**config.mk**
```make
export PLATFORM = sky130hd
export DESIGN_NAME = route_top
export DESIGN_NICKNAME = d
export VERILOG_FILES = /design/src/source/router_pkg.sv /design/src/source/cmd_fetch.sv /design/src/source/endpoint_regs.sv /design/src/source/layer_counter.sv /design/src/source/route_ctl_fsm.sv /design/src/source/array_port.sv /design/src/source/route_top.sv
export SDC_FILE = /design/constraint.sdc
export NUM_CORES = 1
export LEC_CHECK = 0
export ABC_AREA = 1
export BUFFER_PORTS_ARGS = -buffer_cell sky130_fd_sc_hd__buf_4
export CAP_MARGIN = 5
export CORE_UTILIZATION = 48
export DETAILED_ROUTE_END_ITERATION = 8
export PLACE_DENSITY = 0.79
export SLEW_MARGIN = 10
export SYNTH_ARGS = -nofsm -noshare
export SYNTH_HDL_FRONTEND = slang
export SYNTH_SLANG_ARGS = --single-unit
```
**constraint.sdc**
```tcl
create_clock -name clk -period 1.5 [get_ports clk]
set_input_delay 0 -clock clk [delete_from_list [all_inputs] [get_ports clk]]
set_output_delay 0 -clock clk [all_outputs]
set_load 0.02 [all_outputs]
```
**src/source/router_pkg.sv**
```systemverilog
package router_pkg;

   // --------------------------------------------------
   // widths
   // --------------------------------------------------
   localparam int CMD_W   = 32;     // host command word
   localparam int COORD_W = 5;      // one x, y or z field in a command

   // command opcode in bits 31:30
   typedef enum logic [1:0] {
      OP_NOP      = 2'd0,
      OP_ROUTE    = 2'd1,           // not handled here, consumed as a nop
      OP_SELECT   = 2'd2,
      OP_EXTENDED = 2'd3
   } opcode_e;

   // extended function in bits 29:26
   typedef enum logic [3:0] {
      FCN_WRITE        = 4'd0,
      FCN_READ         = 4'd1,
      FCN_CLEAR_ARRAY  = 4'd2,
      FCN_CLEARX       = 4'd3,
      FCN_ROUTE_EXTEND = 4'd4       // consumed as a nop
   } ext_fcn_e;

   // command to the cells, read with decoders off is the idle case
   typedef enum logic [1:0] {
      CELL_READ   = 2'd0,
      CELL_WRITE  = 2'd1,
      CELL_EXPAND = 2'd2,
      CELL_CLEARX = 2'd3
   } cell_cmd_e;

   // range decoder select, one for rows and one for columns
   typedef enum logic [2:0] {
      DEC_DISABLE = 3'd0,
      DEC_LOWER   = 3'd1,           // only the p1 coordinate
      DEC_UPPER   = 3'd2,           // only the p2 coordinate
      DEC_RANGE   = 3'd3,           // p1 up to p2
      DEC_ALL     = 3'd4
   } decode_sel_e;

   // cell status, bit 3 low means unetched
   typedef enum logic [3:0] {
      ST_EMPTY_CELL = 4'h0,
      ST_XE         = 4'h3,
      ST_TRACED     = 4'h7
   } cell_status_e;

   // result code in bits 31:29 of a result word
   typedef enum logic [2:0] {
      RES_ETCH    = 3'd0,
      RES_SUCCESS = 3'd1,
      RES_XFAIL   = 3'd2,
      RES_TFAIL   = 3'd3,
      RES_TRACE   = 3'd4,
      RES_XCOUNT  = 3'd5,
      RES_TCOUNT  = 3'd6,
      RES_STATUS  = 3'd7
   } result_code_e;

   // controller states
   typedef enum logic [4:0] {
      S_WAIT         = 5'd0,
      S_LOAD         = 5'd1,
      S_DECODE       = 5'd2,
      S_SELECT       = 5'd3,
      S_WRITE        = 5'd4,
      S_WRITE_REST   = 5'd5,
      S_READ         = 5'd6,
      S_READ_OUT     = 5'd7,
      S_CLEARX       = 5'd8,
      S_CLEAR_ALL    = 5'd9,
      S_CLEAR_ALL_WR = 5'd10
   } ctl_state_e;

   // --------------------------------------------------
   // structs
   // --------------------------------------------------
   typedef struct packed {
      logic [COORD_W-1:0] x;
      logic [COORD_W-1:0] y;
      logic [COORD_W-1:0] z;
   } point_t;

   typedef struct packed {
      opcode_e     opcode;
      ext_fcn_e    fcn;
      logic [3:0]  status;          // status to write, low bits of the word
      point_t      p1;
      point_t      p2;
   } cmd_fields_t;

   typedef struct packed {
      decode_sel_e        row_sel;
      decode_sel_e        col_sel;
      logic [COORD_W-1:0] row_l;    // y1
      logic [COORD_W-1:0] row_u;    // y2
      logic [COORD_W-1:0] col_l;    // x1
      logic [COORD_W-1:0] col_u;    // x2
      cell_cmd_e          cell_cmd;
      logic [3:0]         status_wr;
   } array_ctl_t;

endpackage

```
**src/source/cmd_fetch.sv**
```systemverilog
module cmd_fetch
   import router_pkg::*;
(
   input  logic             clk,
   input  logic             fourlayer_cnt_reset,
   input  logic [CMD_W-1:0] cmd_in,       // fifo word, valid the cycle after cmd_rd
   input  logic             cmdreg_lden,
   output cmd_fields_t      fields
);

   logic [CMD_W-1:0] cmd_reg;

   // command register, clears to a nop word
   always_ff @(posedge clk)
   begin
      if (fourlayer_cnt_reset)
         cmd_reg <= '0;
      else if (cmdreg_lden)
         cmd_reg <= cmd_in;
   end

   // --------------------------------------------------
   // field split
   // --------------------------------------------------
   assign fields.opcode = opcode_e'(cmd_reg[31:30]);
   assign fields.fcn    = ext_fcn_e'(cmd_reg[29:26]);   // overlaps x1 of a select
   assign fields.status = cmd_reg[3:0];                 // overlaps z2

   // select layout, six 5-bit groups from bit 29 down
   assign fields.p1.x   = cmd_reg[29:25];
   assign fields.p1.y   = cmd_reg[24:20];
   assign fields.p1.z   = cmd_reg[19:15];
   assign fields.p2.x   = cmd_reg[14:10];
   assign fields.p2.y   = cmd_reg[9:5];
   assign fields.p2.z   = cmd_reg[4:0];

endmodule

```
**src/source/endpoint_regs.sv**
```systemverilog
module endpoint_regs
   import router_pkg::*;
#(
   parameter int NLBITS = 2,
   parameter int NRBITS = 4,
   parameter int NCBITS = 4
)
(
   input  logic              clk,
   input  logic              fourlayer_cnt_reset,
   input  logic              sel_lden,
   input  cmd_fields_t       fields,
   input  logic [NLBITS-1:0] cur_layer,
   output point_t            p1,
   output point_t            p2,
   output logic              layer_start,   // on the p1 layer
   output logic              layer_last     // on the p2 layer
);

   // held at array size, upper command bits dropped
   logic [NCBITS-1:0] x1, x2;
   logic [NRBITS-1:0] y1, y2;
   logic [NLBITS-1:0] z1, z2;

   always_ff @(posedge clk)
   begin
      if (fourlayer_cnt_reset)
      begin
         x1 <= '0;
         y1 <= '0;
         z1 <= '0;
         x2 <= '0;
         y2 <= '0;
         z2 <= '0;
      end
      else if (sel_lden)
      begin
         x1 <= fields.p1.x[NCBITS-1:0];
         y1 <= fields.p1.y[NRBITS-1:0];
         z1 <= fields.p1.z[NLBITS-1:0];
         x2 <= fields.p2.x[NCBITS-1:0];
         y2 <= fields.p2.y[NRBITS-1:0];
         z2 <= fields.p2.z[NLBITS-1:0];
      end
   end

   // zero padded back to the command field width
   assign p1 = '{x: COORD_W'(x1), y: COORD_W'(y1), z: COORD_W'(z1)};
   assign p2 = '{x: COORD_W'(x2), y: COORD_W'(y2), z: COORD_W'(z2)};

   // layer match as the counter rotates
   assign layer_start = (cur_layer == z1);
   assign layer_last  = (cur_layer == z2);

endmodule

```
**src/source/layer_counter.sv**
```systemverilog
module layer_counter #(
   parameter int NLAYERS = 4,
   parameter int NLBITS  = 2
)
(
   input  logic              clk,
   input  logic              fourlayer_cnt_reset,
   input  logic              advance,
   output logic [NLBITS-1:0] cur_layer,
   output logic              top_l            // low on the top layer
);

   localparam logic [NLBITS-1:0] TOP = NLBITS'(NLAYERS - 1);

   // modulo NLAYERS, so the count also works for a non power of two
   always_ff @(posedge clk)
   begin
      if (fourlayer_cnt_reset)
         cur_layer <= '0;
      else if (advance)
         cur_layer <= (cur_layer == TOP) ? '0 : cur_layer + 1'b1;
   end

   // the next advance from here wraps to layer 0
   assign top_l = (cur_layer != TOP);

endmodule

```
**src/source/route_ctl_fsm.sv**
```systemverilog
module route_ctl_fsm
   import router_pkg::*;
#(
   parameter int NLAYERS = 4,
   parameter int NLBITS  = 2
)
(
   input  logic        clk,
   input  logic        fourlayer_cnt_reset,
   input  logic        cmd_empty,
   input  logic        result_full,
   input  cmd_fields_t fields,
   input  logic        layer_start,
   input  logic        layer_last,
   input  logic        top_l,
   output logic        cmd_rd,        // fifo pop, one cycle
   output logic        cmdreg_lden,
   output logic        sel_lden,
   output logic        advance,       // step the layer counter
   output decode_sel_e row_sel,
   output decode_sel_e col_sel,
   output cell_cmd_e   cell_cmd,
   output logic        status_src,    // 0 command status, 1 empty cell
   output logic        result_wr
);

   ctl_state_e        cs, ns;
   logic [NLBITS-1:0] pass_cnt;   // layers left in a clearx pass
   logic              pass_load;
   logic              skip;       // command consumed without action

   // --------------------------------------------------
   // state and pass counter
   // --------------------------------------------------
   always_ff @(posedge clk)
   begin
      if (fourlayer_cnt_reset)
      begin
         cs       <= S_WAIT;
         pass_cnt <= '0;
      end
      else
      begin
         cs <= ns;
         if (pass_load)
            pass_cnt <= NLBITS'(NLAYERS - 1);
         else if (cs == S_CLEARX && pass_cnt != '0)
            pass_cnt <= pass_cnt - 1'b1;
      end
   end

   // --------------------------------------------------
   // next state and strobes
   // --------------------------------------------------
   always_comb
   begin
      ns          = S_WAIT;
      cmd_rd      = 1'b0;
      cmdreg_lden = 1'b0;
      sel_lden    = 1'b0;
      advance     = 1'b0;
      row_sel     = DEC_DISABLE;
      col_sel     = DEC_DISABLE;
      cell_cmd    = CELL_READ;      // read with decoders off does nothing
      status_src  = 1'b0;
      result_wr   = 1'b0;
      pass_load   = 1'b0;
      skip        = 1'b0;

      case (cs)
         S_WAIT:
         begin
            if (!cmd_empty)
            begin
               cmd_rd = 1'b1;       // word shows up after this edge
               ns     = S_LOAD;
            end
         end
         S_LOAD:
         begin
            cmdreg_lden = 1'b1;
            ns          = S_DECODE;
         end
         S_DECODE:
         begin
            case (fields.opcode)
               OP_SELECT: ns = S_SELECT;
               OP_EXTENDED:
               begin
                  case (fields.fcn)
                     FCN_WRITE:
                     begin
                        row_sel = DEC_RANGE;   // decoders primed a cycle early
                        col_sel = DEC_RANGE;
                        ns      = S_WRITE;
                     end
                     FCN_READ:
                     begin
                        row_sel = DEC_LOWER;
                        col_sel = DEC_LOWER;
                        ns      = S_READ;
                     end
                     FCN_CLEAR_ARRAY: ns = S_CLEAR_ALL;
                     FCN_CLEARX:
                     begin
                        pass_load = 1'b1;
                        ns        = S_CLEARX;
                     end
                     default: skip = 1'b1;    // route extend and unknown
                  endcase
               end
               default: skip = 1'b1;          // nop and route
            endcase
            // chain into the next word without passing through wait
            if (skip && !cmd_empty)
            begin
               cmd_rd = 1'b1;
               ns     = S_LOAD;
            end
         end
         S_SELECT:
         begin
            sel_lden = 1'b1;        // p1 and p2 out after the next edge
            ns       = S_WAIT;
         end
         S_WRITE:
         begin
            advance = 1'b1;
            row_sel = DEC_RANGE;
            col_sel = DEC_RANGE;
            ns      = S_WRITE;      // spin until z1 comes round
            if (layer_start)
            begin
               cell_cmd = CELL_WRITE;
               ns       = layer_last ? S_WAIT : S_WRITE_REST;
            end
         end
         S_WRITE_REST:
         begin
            advance  = 1'b1;        // remaining layers up to z2
            row_sel  = DEC_RANGE;
            col_sel  = DEC_RANGE;
            cell_cmd = CELL_WRITE;
            ns       = layer_last ? S_WAIT : S_WRITE_REST;
         end
         S_READ:
         begin
            row_sel = DEC_LOWER;
            col_sel = DEC_LOWER;
            ns      = S_READ;
            if (!layer_start)
               advance = 1'b1;
            else if (!result_full)
               ns = S_READ_OUT;     // layer held, status stays valid
         end
         S_READ_OUT:
         begin
            row_sel = DEC_LOWER;
            col_sel = DEC_LOWER;
            ns      = S_READ_OUT;
            if (!result_full)
            begin
               result_wr = 1'b1;
               ns        = S_WAIT;
            end
         end
         S_CLEARX:
         begin
            advance  = 1'b1;
            cell_cmd = CELL_CLEARX;
            ns       = (pass_cnt == '0) ? S_WAIT : S_CLEARX;
         end
         S_CLEAR_ALL:
         begin
            advance = 1'b1;         // run up to the top layer first
            row_sel = DEC_ALL;
            col_sel = DEC_ALL;
            ns      = top_l ? S_CLEAR_ALL : S_CLEAR_ALL_WR;
         end
         S_CLEAR_ALL_WR:
         begin
            advance    = 1'b1;      // starts on layer 0
            row_sel    = DEC_ALL;
            col_sel    = DEC_ALL;
            cell_cmd   = CELL_WRITE;
            status_src = 1'b1;
            ns         = top_l ? S_CLEAR_ALL_WR : S_WAIT;
         end
         default: ns = S_WAIT;
      endcase
   end

endmodule

```
**src/source/array_port.sv**
```systemverilog
module array_port
   import router_pkg::*;
(
   input  point_t           p1,
   input  point_t           p2,
   input  cmd_fields_t      fields,
   input  decode_sel_e      row_sel,
   input  decode_sel_e      col_sel,
   input  cell_cmd_e        cell_cmd,
   input  logic             status_src,
   input  logic             result_wr_en,
   input  logic [3:0]       status_rd,    // cell at p1 on the current layer
   output array_ctl_t       array_ctl,
   output logic [CMD_W-1:0] result_out,
   output logic             result_wr
);

   logic [3:0] status_wr;

   // write value, command status or the empty code for a full clear
   assign status_wr = status_src ? 4'(ST_EMPTY_CELL) : fields.status;

   // --------------------------------------------------
   // array control word
   // --------------------------------------------------
   assign array_ctl.row_sel   = row_sel;
   assign array_ctl.col_sel   = col_sel;
   assign array_ctl.row_l     = p1.y;     // p1 is the lower corner
   assign array_ctl.col_l     = p1.x;
   assign array_ctl.row_u     = p2.y;     // p2 the upper
   assign array_ctl.col_u     = p2.x;
   assign array_ctl.cell_cmd  = cell_cmd;
   assign array_ctl.status_wr = status_wr;

   // --------------------------------------------------
   // result word
   // --------------------------------------------------
   // code on top, read status in the low nibble
   assign result_out = {RES_STATUS, 25'd0, status_rd};
   assign result_wr  = result_wr_en;

endmodule

```
**src/source/route_top.sv**
```systemverilog
module route_top
   import router_pkg::*;
#(
   parameter int NLAYERS = 4,
   parameter int NLBITS  = 2,
   parameter int NRBITS  = 4,
   parameter int NCBITS  = 4
)
(
   input  logic              clk,
   input  logic              fourlayer_cnt_reset,
   input  logic              cmd_empty,     // host command fifo
   input  logic [CMD_W-1:0]  cmd_in,
   output logic              cmd_rd,
   input  logic              result_full,   // result fifo
   output logic [CMD_W-1:0]  result_out,
   output logic              result_wr,
   output array_ctl_t        array_ctl,     // cell array
   input  logic [3:0]        status_rd,
   output logic [NLBITS-1:0] cur_layer,
   output logic              top_l
);

   cmd_fields_t fields;
   point_t      p1, p2;
   logic        layer_start, layer_last;
   logic        cmdreg_lden, sel_lden, advance;
   decode_sel_e row_sel, col_sel;
   cell_cmd_e   cell_cmd;
   logic        status_src, result_wr_en;

   cmd_fetch cmd_fetch_i (
      .clk, .fourlayer_cnt_reset, .cmd_in, .cmdreg_lden, .fields
   );

   endpoint_regs #(.NLBITS(NLBITS), .NRBITS(NRBITS), .NCBITS(NCBITS)) endpoint_regs_i (
      .clk, .fourlayer_cnt_reset, .sel_lden, .fields, .cur_layer,
      .p1, .p2, .layer_start, .layer_last
   );

   layer_counter #(.NLAYERS(NLAYERS), .NLBITS(NLBITS)) layer_counter_i (
      .clk, .fourlayer_cnt_reset, .advance, .cur_layer, .top_l
   );

   route_ctl_fsm #(.NLAYERS(NLAYERS), .NLBITS(NLBITS)) route_ctl_fsm_i (
      .clk, .fourlayer_cnt_reset, .cmd_empty, .result_full, .fields,
      .layer_start, .layer_last, .top_l, .cmd_rd, .cmdreg_lden, .sel_lden,
      .advance, .row_sel, .col_sel, .cell_cmd, .status_src,
      .result_wr (result_wr_en)
   );

   array_port array_port_i (
      .p1, .p2, .fields, .row_sel, .col_sel, .cell_cmd, .status_src,
      .result_wr_en, .status_rd, .array_ctl, .result_out, .result_wr
   );

endmodule

```
---- Word level (Yosys, flattened, before mapping) ----
Cells that the tools add are included.
word-level totals
  bits in registers ....................... 61
  input bits .............................. 40
  word-level logic and storage cells ...... 83
  output and inout port bits .............. 69
cells by class
  reductions and logical operators ........ 14
  equal/unequal tests ..................... 19
  add/subtract/negate cells ............... 2
  mux-type cells .......................... 38
operator list
  operator            number
  $pmux 5 s10         1
  $eq 5x3->1 const B  4
  $mux 1              16
  $pmux 4 s4          1
  $eq 5x4->1 const B  3
  $mux 5              3
  $mux 4              3
  $pmux 3 s4          1
  $eq 5x2->1 const B  2
  $pmux 5 s2          1
  $mux 3              3
  $eq 4x2->1 const B  2
  $mux 2              4
  $reduce_or 2->1     4
  $eq 2x2->1 const B  3
  $pmux 1 s2          3
  $pmux 2 s3          1
  $eq 5x1->1 const B  1
  $logic_not 5->1     1
  $reduce_or 5->1     1
  $eq 2x2->1          2
  $eq 4x1->1 const B  1
  $logic_not 4->1     1
  $pmux 2 s2          1
  8 further kinds     10

---- Depth between registers and ports, before layout ----
Gate-level depths: netlist (run 1).
  word-level depth ........................ 8
  depth in mapped cells ................... 9
  gate-level depth less buffers ........... 9

---- Cells and area by module ----
A second synthesis (run 1) with hierarchy kept.
second synthesis, totals
  cells, all modules ...................... 534
  area, all modules ....................... 3530.9 um2
by module, submodules not included
  module         instances  area an instance (um2)  sequential area each (um2)  cells each
  cmd_fetch      1          1398.8                  640.6                       211
  endpoint_regs  1          862.1                   400.4                       119
  route_ctl_fsm  1          674.4                   120.1                       119
  array_port     1          495.5                   0.0                         71
  layer_counter  1          100.1                   40.0                        14

---- Worst setup path before layout (run 1) ----
No wires, ideal clock.
  kind .................................... flip-flop to output port
  start ................................... reg route_ctl_fsm_i.cs[1]
  end ..................................... out array_ctl[30] in the netlist's numbering
  slack ................................... -21 ps
  arrival time ............................ 1521 ps
  path buffers ............................ 1
  cell stages (with the launch flop) ...... 6
  required time ........................... 1500 ps
  cells stage by stage .................... dfxtp_1 nand2_4 nor2_4 nand4_2 o22ai_1 buf_4
RTL lines
  what                      line                 RTL
  start: declaration        route_ctl_fsm.sv:27  ctl_state_e cs, ns;
  start signal: assignment  route_ctl_fsm.sv:44  cs <= ns;
  end: declaration          route_top.sv:18      output array_ctl_t array_ctl,

---- Worst setup path in the final report (run 1) ----
  start ................................... reg route_ctl_fsm_i.cs[2]
  end ..................................... reg cmd_fetch_i.cmd_reg[26]
on the way
  longest elaborated chain between the ends .. 2
RTL lines
  what                    line                 RTL
  $eq 5x1->1              route_ctl_fsm.sv:70  case (cs)
  $mux 1                  route_ctl_fsm.sv:70
  end signal: assignment  cmd_fetch.sv:19      cmd_reg <= cmd_in;
  end: declaration        cmd_fetch.sv:11      logic [CMD_W-1:0] cmd_reg;
No other way between the ends.
A chain may end at the register's enable or synchronous reset.

==> results of run 1 <==
cells in the mapped netlist (all sizes together):
cell     n  area, um^2
nor2    90         385
buf     64         483
dfxtp   53        1060
o21ai   49         245
nand2   29         149
inv     28         105
a21oi   16        80.1
nand3   13        65.1
clkbuf   4        15.0
nand4    3        25.0
xnor2    3        26.3
a31oi    2        12.5
conb     2        7.51
ha       2        25.0
nor3     2        10.0
a41oi    1        8.76
nand3b   1        7.51
o21a     1        7.51
o22ai    1        6.26
o31ai    1        7.51
or2      1        6.26
xor2     1        8.76
worst max-delay path: cells and delay by family (launching register included):
family                 cells  cell delay, ns
DFF                        1            0.38
AOI/OAI and AO/OA          2            0.29
buffers and inverters      4            0.48
and+or+nand+nor            2            0.18
through the flow:
step           setup TNS [ns]   util  instance area [um^2]  setup slack (ns)
2_1_floorplan               0      -                  2870            0.0359
3_3_place_gp                0  0.541                  2980             0.164
3_5_place_dp                0  0.541                  2980             0.114
4_1_cts             -0.000287  0.609                  3350         -0.000287
5_1_grt               -0.0915  0.629                  3460           -0.0487
6_report                    0  0.629                  3460            0.0465
cell usage in the layout (no fill, tap or decap), drive strengths merged, types with 2 or more instances in the layout:
cell and instances:
ha 2, buf 75, o21ai 49, xnor2 3, nor2 90, nand2 29
nor3 2, nand3 13, a31oi 2, clkbuf 7, conb 32, nand4 3
dlygate4sd3 25, inv 28, a21oi 16, dfxtp 53
what timing repair did:
item,4_1_cts,5_1_grt
endpoints found under the setup margin,7,9
buffers inserted,0,7
endpoints found under the hold margin,31,0
hold buffers,25,0
pin swaps,0,4
resized for setup,4,17
power by group through the flow:
stage | clock network [uW] | logic [uW] | registers, uW
final | 982 | 502 | 1520
after global routing | 1070 | 552 | 1530
after CTS | 1010 | 486 | 1520
after detailed placement | 0 | 433 | 1560
after global placement | 0 | 428 | 1550
after floorplan | 0 | 391 | 1550
per-layer routing:
layer  up-vias  track usage  routed length (um)
li1       1215            -                   -
met1      1080        0.247                2550
met2        96        0.349                2930
met3         4       0.0424                 390
met4         0       0.0528                  24
met5         -            0                   0
worst max-delay path by stage:
stage,startpoint,end
2_1_floorplan,route_ctl_fsm_i.cs[1],array_ctl[31]
3_3_place_gp,route_ctl_fsm_i.cs[1],cmd_fetch_i.cmd_reg[26]
3_5_place_dp,route_ctl_fsm_i.cs[2],cmd_fetch_i.cmd_reg[26]
4_1_cts,route_ctl_fsm_i.cs[2],array_ctl[27]
5_1_grt,cmd_fetch_i.cmd_reg[28],cmd_rd
6_report,route_ctl_fsm_i.cs[2],cmd_fetch_i.cmd_reg[26]
logic make-up after synthesis:
kind of cell               share of synthesized area
and+or+nand+nor                                0.236
buffers and inverters                          0.219
AOI/OAI and AO/OA                              0.134
DFF                                            0.386
xor gates and xnor gates                      0.0128
adders and majority gates                    0.00911
other                                        0.00273
layout make-up:
| class | instances | share of cell area |
|---|---|---|
| Multi-Input combinational cell | 248 | 0.356 |
| Inverter | 28 | 0.0325 |
| Clock inverter | 1 | 0.00867 |
| Clock buffer | 7 | 0.0249 |
| Tap cell | 72 | 0.0260 |
| Timing Repair Buffer | 100 | 0.241 |
| Sequential cell | 53 | 0.311 |
==> impl_summary.txt, run 1 <==
----------------------------------------------------
[Outcome]
  Run status ... finished clean

[Yosys]
  Number of library cell types mapped by synthesis ... 32
  Post-Syn Area per Cell ... 7.49 um^2
  Cell area after technology mapping ... 2750 um^2
  Post-Synthesis Cells ... about 370
  Number of synthesized register bits ... 53
  Synth Warn # ... 0
  Sequential share of the synthesized area ... 0.386

[Global routing]
  GRT Util Overall ... 0.200
  Wire length of the first global-routing pass ... 9700 um
  Pin count of the biggest net entering global routing ... 47
  Vias in the first global route ... 2,168
  Remaining global-route overflow ... 0
  Antenna violations before repair ... 0

[CTS]
  Clock-pin slew on the worst setup and hold paths ... 0.09 ns
  Clock latency at the later pin of the worst-skew pair ... 0.30 ns
  Deepest level of the CTS H-tree ... 2
  Total number of clock tree sinks ... between 50 and 60
  CTS root buffer ... clkbuf_8
  Inserted Clock Buffers ... 5
  Maximum buffer depth of the clock tree ... 2
  Clock tree from TritonCTS ... built

[Min path]
  Hold endpoint ... result_out[1]
  Number of instances on the worst hold path ... 0
  Hold crit path type ... in -> out
  Startpoint of the lowest-slack hold path ... status_rd[1]

[Critical path]
  Critical Path Slowest Stage Cell ... dfxtp_4
  Peak fanout along the critical path ... 25
  Data arrival, critical path ... 1.64 ns
  Critical Path Sink Type ... flip-flop
  Cell-by-cell trace of the critical path ... inv_4, nand2_8, buf_4, nor2_4, inv_2, buf_12, o21ai_0, a21oi_1
  Count of cells along the worst register-to-register path ... 8
  Required @ worst endpoint ... 1.69 ns
  Setup slack on the worst flop-to-flop path ... approximately 0.047 ns
  Endpoint of the worst register-to-register path ... cmd_fetch_i.cmd_reg[26]
  Category of the critical setup timing path ... reg -> reg
  Type of element launching the critical path ... flip-flop
  Launch point of the worst reg-to-reg path ... route_ctl_fsm_i.cs[2]
  Worst path max stage delay ... 0.38 ns

[Final layout]
  Number of nets in the layout ... 478
  Layout Area Growth over Synthesis ... 26.0%
  Layout cell share with drive strength beyond 1 ... 0.252
  Number of flip-flops in the largest register ... 25
  Count of placed standard cells in the final layout, fillers left out ... 509
  Number of antenna diodes ... 0
  Final-layout fill cell count ... 462
  Seq. cell area ... 1080 um^2
  Multi-input gate area in the final layout ... 1230 um^2

[Detailed routing]
  Router iterations before antenna repair ... 4
  Count of routing violations after the opening detailed-route iteration ... ~120
  DRT Wirelength ... 5900 um
  Count of antenna-violating nets left after detailed routing ... 0
  # DRC ... 0
  Routed length per instance ... about 12 um
  Vias after detailed routing ... 2,395
  Average via count per standard cell ... 4.71

[Floorplanning]
  Core Box Area ... 5510 um^2
  DIE WIDTH ... 77.7 um
  I/O pins ... 109
  Placement Rows ... 27
  Die outline area ... 6030 um^2
  Vertical die dimension ... between 70 and 80 um
  Starting Density ... 0.499

[Power and ir drop]
  Switching power ... 784 uW
  Areal power density over the cells ... a little under 900 nW/um^2
  Cell internal pwr ... 2220 uW
  Comb power frac ... 0.167
  Reported leakage power ... ~0.0017 uW
  Switching part of the total ... 0.261
  Sequential fraction of design power ... 0.506
  Clock network fraction of total power ... 0.327
  Max VDD drop ... 729 uV
  Total design power ... 3010 uW

[STA]
  Maximum clock frequency ... 688 MHz
  Crit share post-route ... 0.969
  Fin. Hold Viols ... 0
  Worst Hold Slack ... 0.00000659 ns
  Setup-violating endpoint count in the final report ... 0
  Final count of pins violating max slew ... 0
  Final min period ... 1.45 ns
  Setup skew after layout ... 0.00672 ns
  Unrepaired setup endpoints after global routing ... yes

[Place]
  Number of cells in the design after placement ... roughly 470
  Port Buffer Count ... just over 60
  Weighted congestion reported at the end of routability-driven placement ... 0.879
  Half-perimeter wire length of the detailed placement result ... 3800 um

[Job]
  Number of max-cap violations ... 0

----------------------------------------------------
(Power assumes the default switching activity.)
==> run 2: changes to the inputs <==
==> constraint.sdc (replaced) <==
create_clock -name clk -period 1.5 [get_ports clk]
set_input_delay 0 -clock clk [delete_from_list [all_inputs] [get_ports clk]]
set_output_delay 0 -clock clk [all_outputs]
set_load 0.005 [all_outputs]
==> impl_summary.txt, run 2 (synthesis results as in run 1) <==
----------------------------------------------------
[STA]
  Maximum clock frequency ... around 700 MHz
  Setup-violating endpoint count in the final report ... 0
  Final min period ... 1.46 ns
  Fin. Hold Viols ... 0
  Final count of pins violating max slew ... 0
  Setup skew after layout ... 0.00867 ns
  Crit share post-route ... 0.972

[Final layout]
  Number of antenna diodes ... 0
  Layout cell share with drive strength beyond 1 ... 0.241
  Number of nets in the layout ... roughly 470
  Final-layout fill cell count ... 504
  Most common cell after layout, fill and taps aside ... nor2_1
  Most used cells in the layout excluding fill and tap cells ... nor2_1 (82), buf_4 (67), dfxtp_1 (47), o21ai_0 (43), conb_1 (32)
  Post-route cell area ... 3360 um^2
  Layout Area Growth over Synthesis ... 22.5%
  Number of flip-flops in the largest register ... 25
  Post-layout util ... 0.611

[CTS]
  Deepest level of the CTS H-tree ... 2
  Clock tree from TritonCTS ... built
  Clock-pin slew on the worst setup and hold paths ... around 0.10 ns
  Inserted Clock Buffers ... 5
  Maximum buffer depth of the clock tree ... 2
  Clock latency at the later pin of the worst-skew pair ... 0.30 ns
  CTS root buffer ... clkbuf_8
  Total number of clock tree sinks ... 53

[Outcome]
  Run status ... finished clean

[Place]
  Area after DPL ... just under 3000 um^2
  Port Buffer Count ... approximately 60
  Half-perimeter wire length of the detailed placement result ... 3880 um
  Weighted congestion reported at the end of routability-driven placement ... 0.843

[Min path]
  Hold crit path type ... in -> out

[Power and ir drop]
  Comb power frac ... 0.150
  Max VDD drop ... between 600 and 700 uV
  Sequential fraction of design power ... 0.550
  Switching part of the total ... 0.261
  Areal power density over the cells ... 826 nW/um^2
  Clock network fraction of total power ... 0.300
  Cell internal pwr ... 2050 uW
  Switching power ... 725 uW
  Reported leakage power ... 0.00162 uW

[Floorplanning]
  Starting Density ... 0.499
  I/O pins ... 109
  Die outline area ... 6030 um^2
  Vertical die dimension ... 77.7 um
  Placement Rows ... 27
  Core Box Area ... 5510 um^2
  DIE WIDTH ... 77.7 um

[Critical path]
  Type of element launching the critical path ... flip-flop
  Peak fanout along the critical path ... 4
  Endpoint of the worst register-to-register path ... route_ctl_fsm_i.cs[0]
  Launch point of the worst reg-to-reg path ... cmd_fetch_i.cmd_reg[28]
  Count of cells along the worst register-to-register path ... 8
  Category of the critical setup timing path ... reg -> out
  Crit path launch ... cmd_fetch_i.cmd_reg[28]
  Data arrival, critical path ... 1.46 ns
  CP endpoint ... array_ctl[30]
  Setup slack on the worst flop-to-flop path ... about 0.16 ns
  Critical Path Sink Type ... output pin
  Required @ worst endpoint ... 1.50 ns

[Detailed routing]
  Average via count per standard cell ... about 4.7
  Count of routing violations after the opening detailed-route iteration ... approximately 100
  Count of antenna-violating nets left after detailed routing ... 0
  Router iterations before antenna repair ... 4
  Vias after detailed routing ... approximately 2.4k
  DRT Wirelength ... roughly 5800 um
  Routed length per instance ... 11.5 um
  # DRC ... 0

[Global routing]
  Antenna violations before repair ... 0
  GRT Util Overall ... 0.198
  Vias in the first global route ... 2,172
  Remaining global-route overflow ... 0
  Wire length of the first global-routing pass ... 9600 um
  Pin count of the biggest net entering global routing ... 47

[Job]
  Number of max-cap violations ... 0

----------------------------------------------------
==> run 2: cell types whose count changed in the layout (fill, tap and decap cells not counted), moves of 2 or more <==
cell	before	now
dfxtp_2	1	4
buf_6	2	0
dfxtp_4	4	2
buf_4	72	67
==> run 2: repair_timing <==
| item | in CTS | in global routing |
|---|---|---|
| endpoints found under the hold margin | 32 | 0 |
| endpoints found under the setup margin | 4 | 10 |
| resized for setup | 3 | 10 |
| hold buffers | 26 | 0 |
| setup buffers | 0 | 1 |
| cloned | 0 | 0 |
| pin swaps | 0 | 2 |
==> run 2: final cells by class <==
type | instances | area [um^2] | share of cell area
clock buffer | 6 | 82.6 | 0.0245
clock inverter | 2 | 13.8 | 0.00409
inverter | 28 | 108 | 0.0320
multi-input combinational | 248 | 1210 | 0.361
sequential | 53 | 1070 | 0.319
tap | 72 | 90.1 | 0.0268
timing repair buffer | 94 | 783 | 0.233
==> run 2: through the flow <==
step                      total power, uW  worst slack [ns]  hold WS, ns  instances  setup TNS (ns)
after floorplan                      1850             0.269       0.0365        397               0
after global placement               1900             0.170    0.0000346        468               0
after detailed placement             1910             0.130    0.0000346        468               0
after CTS                            2790            0.0107    0.0000346        502               0
after global routing                 2910          -0.00285   0.00000972        503        -0.00461
final                                2780            0.0419   0.00000169        503               0
==> run 2: power by group through the flow <==
stage               Clock, uW  Combinational [uW]  Sequential (uW)
CTS                       852                 406             1530
global route              915                 461             1540
finish                    835                 416             1530
detailed placement          0                 350             1560
floorplan                   0                 302             1550
global placement            0                 344             1560
==> run 2: critical path, cell delays in order, from the launching register on <==
cell and delay [ns]:
dfxtp_1 0.35, nor2_1 0.33, nand4_4 0.16, o22ai_2 0.17, buf_4 0.14
==> run 2: metal layers <==
layer | up-vias | track usage | routed length (um)
met5 | - | 0 | 0
met4 | 0 | 0.0566 | 89
met3 | 10 | 0.0459 | 357
met2 | 91 | 0.342 | 2790
met1 | 1056 | 0.243 | 2520
li1 | 1206 | - | -
==> run 2: worst min-delay path by stage <==
| stage | to | slack, ns | start | cells after the start |
|---|---|---|---|---|
| 4_1_cts | result_out[0] | 0.00003 | status_rd[0] | 0 |
| 2_1_floorplan | result_wr | 0.04 | result_full | 1 |
| 3_5_place_dp | result_out[0] | 0.00003 | status_rd[0] | 0 |
| 3_3_place_gp | result_out[0] | 0.00003 | status_rd[0] | 0 |
| 6_report | result_out[1] | 0.000002 | status_rd[1] | 0 |
| 5_1_grt | result_out[1] | 0.00001 | status_rd[1] | 0 |
==> run 3: changes to the inputs <==
--- a/config.mk
+++ b/config.mk
@@ -11,6 +11,7 @@
 export CORE_UTILIZATION = 48
 export DETAILED_ROUTE_END_ITERATION = 8
 export PLACE_DENSITY = 0.79
+export REMOVE_ABC_BUFFERS = 1
 export SLEW_MARGIN = 10
 export SYNTH_ARGS = -nofsm -noshare
 export SYNTH_HDL_FRONTEND = slang
==> impl_summary.txt, run 3 (synthesis results as in run 1) <==
----------------------------------------------------
[Critical path]
  Count of cells along the worst register-to-register path ... 8
  Cell-by-cell trace of the critical path ... inv_4, nand2_4, nor2_4, nand4_4, o22ai_2, buf_4
  Type of element launching the critical path ... flip-flop
  Worst path max stage delay ... 0.37 ns
  Required @ worst endpoint ... 1.50 ns
  Peak fanout along the critical path ... 5
  Data arrival, critical path ... around 1.4 ns
  Setup slack on the worst flop-to-flop path ... 0.15 ns
  Category of the critical setup timing path ... reg -> out
  Critical Path Sink Type ... output pin
  Critical Path Slowest Stage Cell ... dfxtp_2
  Endpoint of the worst register-to-register path ... route_ctl_fsm_i.cs[0]
  Launch point of the worst reg-to-reg path ... cmd_fetch_i.cmd_reg[28]

[CTS]
  Total number of clock tree sinks ... 53
  Clock-pin slew on the worst setup and hold paths ... 0.09 ns
  Deepest level of the CTS H-tree ... 2
  Maximum buffer depth of the clock tree ... 2
  Inserted Clock Buffers ... 5
  Clock tree from TritonCTS ... built
  Clock latency at the later pin of the worst-skew pair ... 0.30 ns
  CTS root buffer ... clkbuf_8

[Final layout]
  Number of nets in the layout ... 477
  Count of placed standard cells in the final layout, fillers left out ... just over 500
  Final-layout fill cell count ... 514
  Layout cell share with drive strength beyond 1 ... 0.249
  Number of flip-flops in the largest register ... 25
  Layout Area Growth over Synthesis ... 23.1%
  Number of antenna diodes ... 0
  Most used cells in the layout excluding fill and tap cells ... nor2_1 (83), buf_4 (72), dfxtp_1 (47), o21ai_0 (43), conb_1 (32)
  Most common cell after layout, fill and taps aside ... nor2_1

[STA]
  Maximum clock frequency ... approximately 700 MHz
  Unrepaired setup endpoints after global routing ... no
  Final Worst Setup Slack ... between 0.06 and 0.07 ns
  Setup-violating endpoint count in the final report ... 0
  Final min period ... 1.43 ns
  Setup skew after layout ... 0.00460 ns
  Crit share post-route ... 0.953
  Fin. Hold Viols ... 0
  Final count of pins violating max slew ... 0

[Detailed routing]
  Count of routing violations after the opening detailed-route iteration ... 140
  Met1 WL ... 2750 um
  # DRC ... 0
  Highest metal layer used by the detailed router ... met4
  DRT Wirelength ... 6050 um
  Met2 routed wirelength ... between 2000 and 3000 um
  Router iterations before antenna repair ... 7
  Count of antenna-violating nets left after detailed routing ... 0
  Total met3 wirelength after detailed routing ... 350 um
  Vias after detailed routing ... around 2.4k
  Routed length per instance ... 12.0 um
  Average via count per standard cell ... 4.77

[Power and ir drop]
  Clock network fraction of total power ... 0.280
  Sequential fraction of design power ... 0.562
  Cell internal pwr ... about 2000 uW
  Switching part of the total ... 0.266
  Comb power frac ... 0.158
  Areal power density over the cells ... between 800 and 900 nW/um^2
  Max VDD drop ... 478 uV
  Switching power ... slightly above 700 uW
  Reported leakage power ... 0.00164 uW

[Place]
  Weighted congestion reported at the end of routability-driven placement ... 0.863
  Port Buffer Count ... just over 60
  Half-perimeter wire length of the detailed placement result ... 4080 um
  Number of cells in the design after placement ... 471
  Post-placement worst setup slack ... about 0.15 ns

[Min path]
  Hold endpoint ... result_out[2]
  Hold crit path type ... in -> out
  Number of instances on the worst hold path ... 0
  Startpoint of the lowest-slack hold path ... status_rd[2]

[Floorplanning]
  Starting Density ... 0.499
  Vertical die dimension ... 77.7 um
  Core Box Area ... 5510 um^2
  DIE WIDTH ... 77.7 um
  Die outline area ... about 6000 um^2
  Placement Rows ... 27
  I/O pins ... 109

[Global routing]
  Vias in the first global route ... ~2.2k
  Pin count of the biggest net entering global routing ... 47
  Antenna violations before repair ... 0
  GRT Util Overall ... 0.210
  Wire length of the first global-routing pass ... 10,200 um
  Remaining global-route overflow ... 0

[Job]
  Number of max-cap violations ... 0

[Outcome]
  Run status ... finished clean

----------------------------------------------------
## run 3: cell count changes in the layout (fill, tap and decap cells not counted)
cell,previous run,this run
nand2_1,23,22
o31ai_2,0,1
nor2_2,2,1
clkbuf_8,6,5
dfxtp_4,2,1
dfxtp_2,4,5
o31ai_1,1,0
nand2_2,1,2
buf_4,67,72
clkinv_4,1,0
nor2_1,82,83
## run 3: cell type report
class                           instances  area [um^2]  area share
Clock buffer                            5         68.8      0.0203
Clock inverter                          1         5.00     0.00148
Inverter                               28          108      0.0318
Multi-Input combinational cell        248         1220       0.360
Sequential cell                        53         1070       0.317
Tap cell                               72         90.1      0.0266
Timing Repair Buffer                   99          821       0.243
## run 3: timing repair
item	in CTS	in global routing
gates cloned	0	0
hold endpoints to repair	32	0
resized for setup	5	8
pin swaps	1	1
hold buffers	26	0
setup buffers	1	2
setup endpoints to repair	5	13
## run 3: per-stage QoR
stage,setup TNS [ns],hold WS [ns],utilization,power (uW),area [um^2]
after CTS,-0.000924,0.0000453,0.607,2720,3340
after detailed placement,0,0.0000453,0.543,1920,2990
final,0,0.0000366,0.614,2720,3380
after global placement,0,0.0000453,0.543,1910,2990
after global routing,0,0.0000353,0.614,2860,3380
after floorplan,0,0,-,1740,2360
## run 3: worst max-delay path by stage
stage / endpoint / start / cells after the start
finish: array_ctl[27] / route_ctl_fsm_i.cs[0] / 6
global route: array_ctl[28] / route_ctl_fsm_i.cs[3] / 5
CTS: array_ctl[27] / route_ctl_fsm_i.cs[0] / 6
detailed placement: array_ctl[27] / route_ctl_fsm_i.cs[1] / 5
global placement: cmd_fetch_i.cmd_reg[30] / route_ctl_fsm_i.cs[0] / 8
floorplan: cmd_fetch_i.cmd_reg[0] / route_ctl_fsm_i.cs[0] / 7
## run 3: critical path: cells and delay by family (launching register included)
family / cells / cell delay [ns]
buffers and inverters: 2 / 0.23
AOI/OAI and AO/OA: 1 / 0.14
and+or+nand+nor: 3 / 0.40
DFF: 1 / 0.37
## run 3: routing by layer
metal	GRT usage	vias up
li1	-	1215
met1	0.267	1098
met2	0.358	93
met3	0.0471	9
met4	0.0547	0
met5	0	-
## run 3: power groups by stage
| stage | registers, uW | clock network, uW | logic (uW) |
|---|---|---|---|
| final | 1530 | 762 | 431 |
| after global placement | 1560 | 0 | 352 |
| after global routing | 1540 | 842 | 479 |
| after CTS | 1530 | 774 | 414 |
| after floorplan | 1550 | 0 | 194 |
| after detailed placement | 1560 | 0 | 359 |
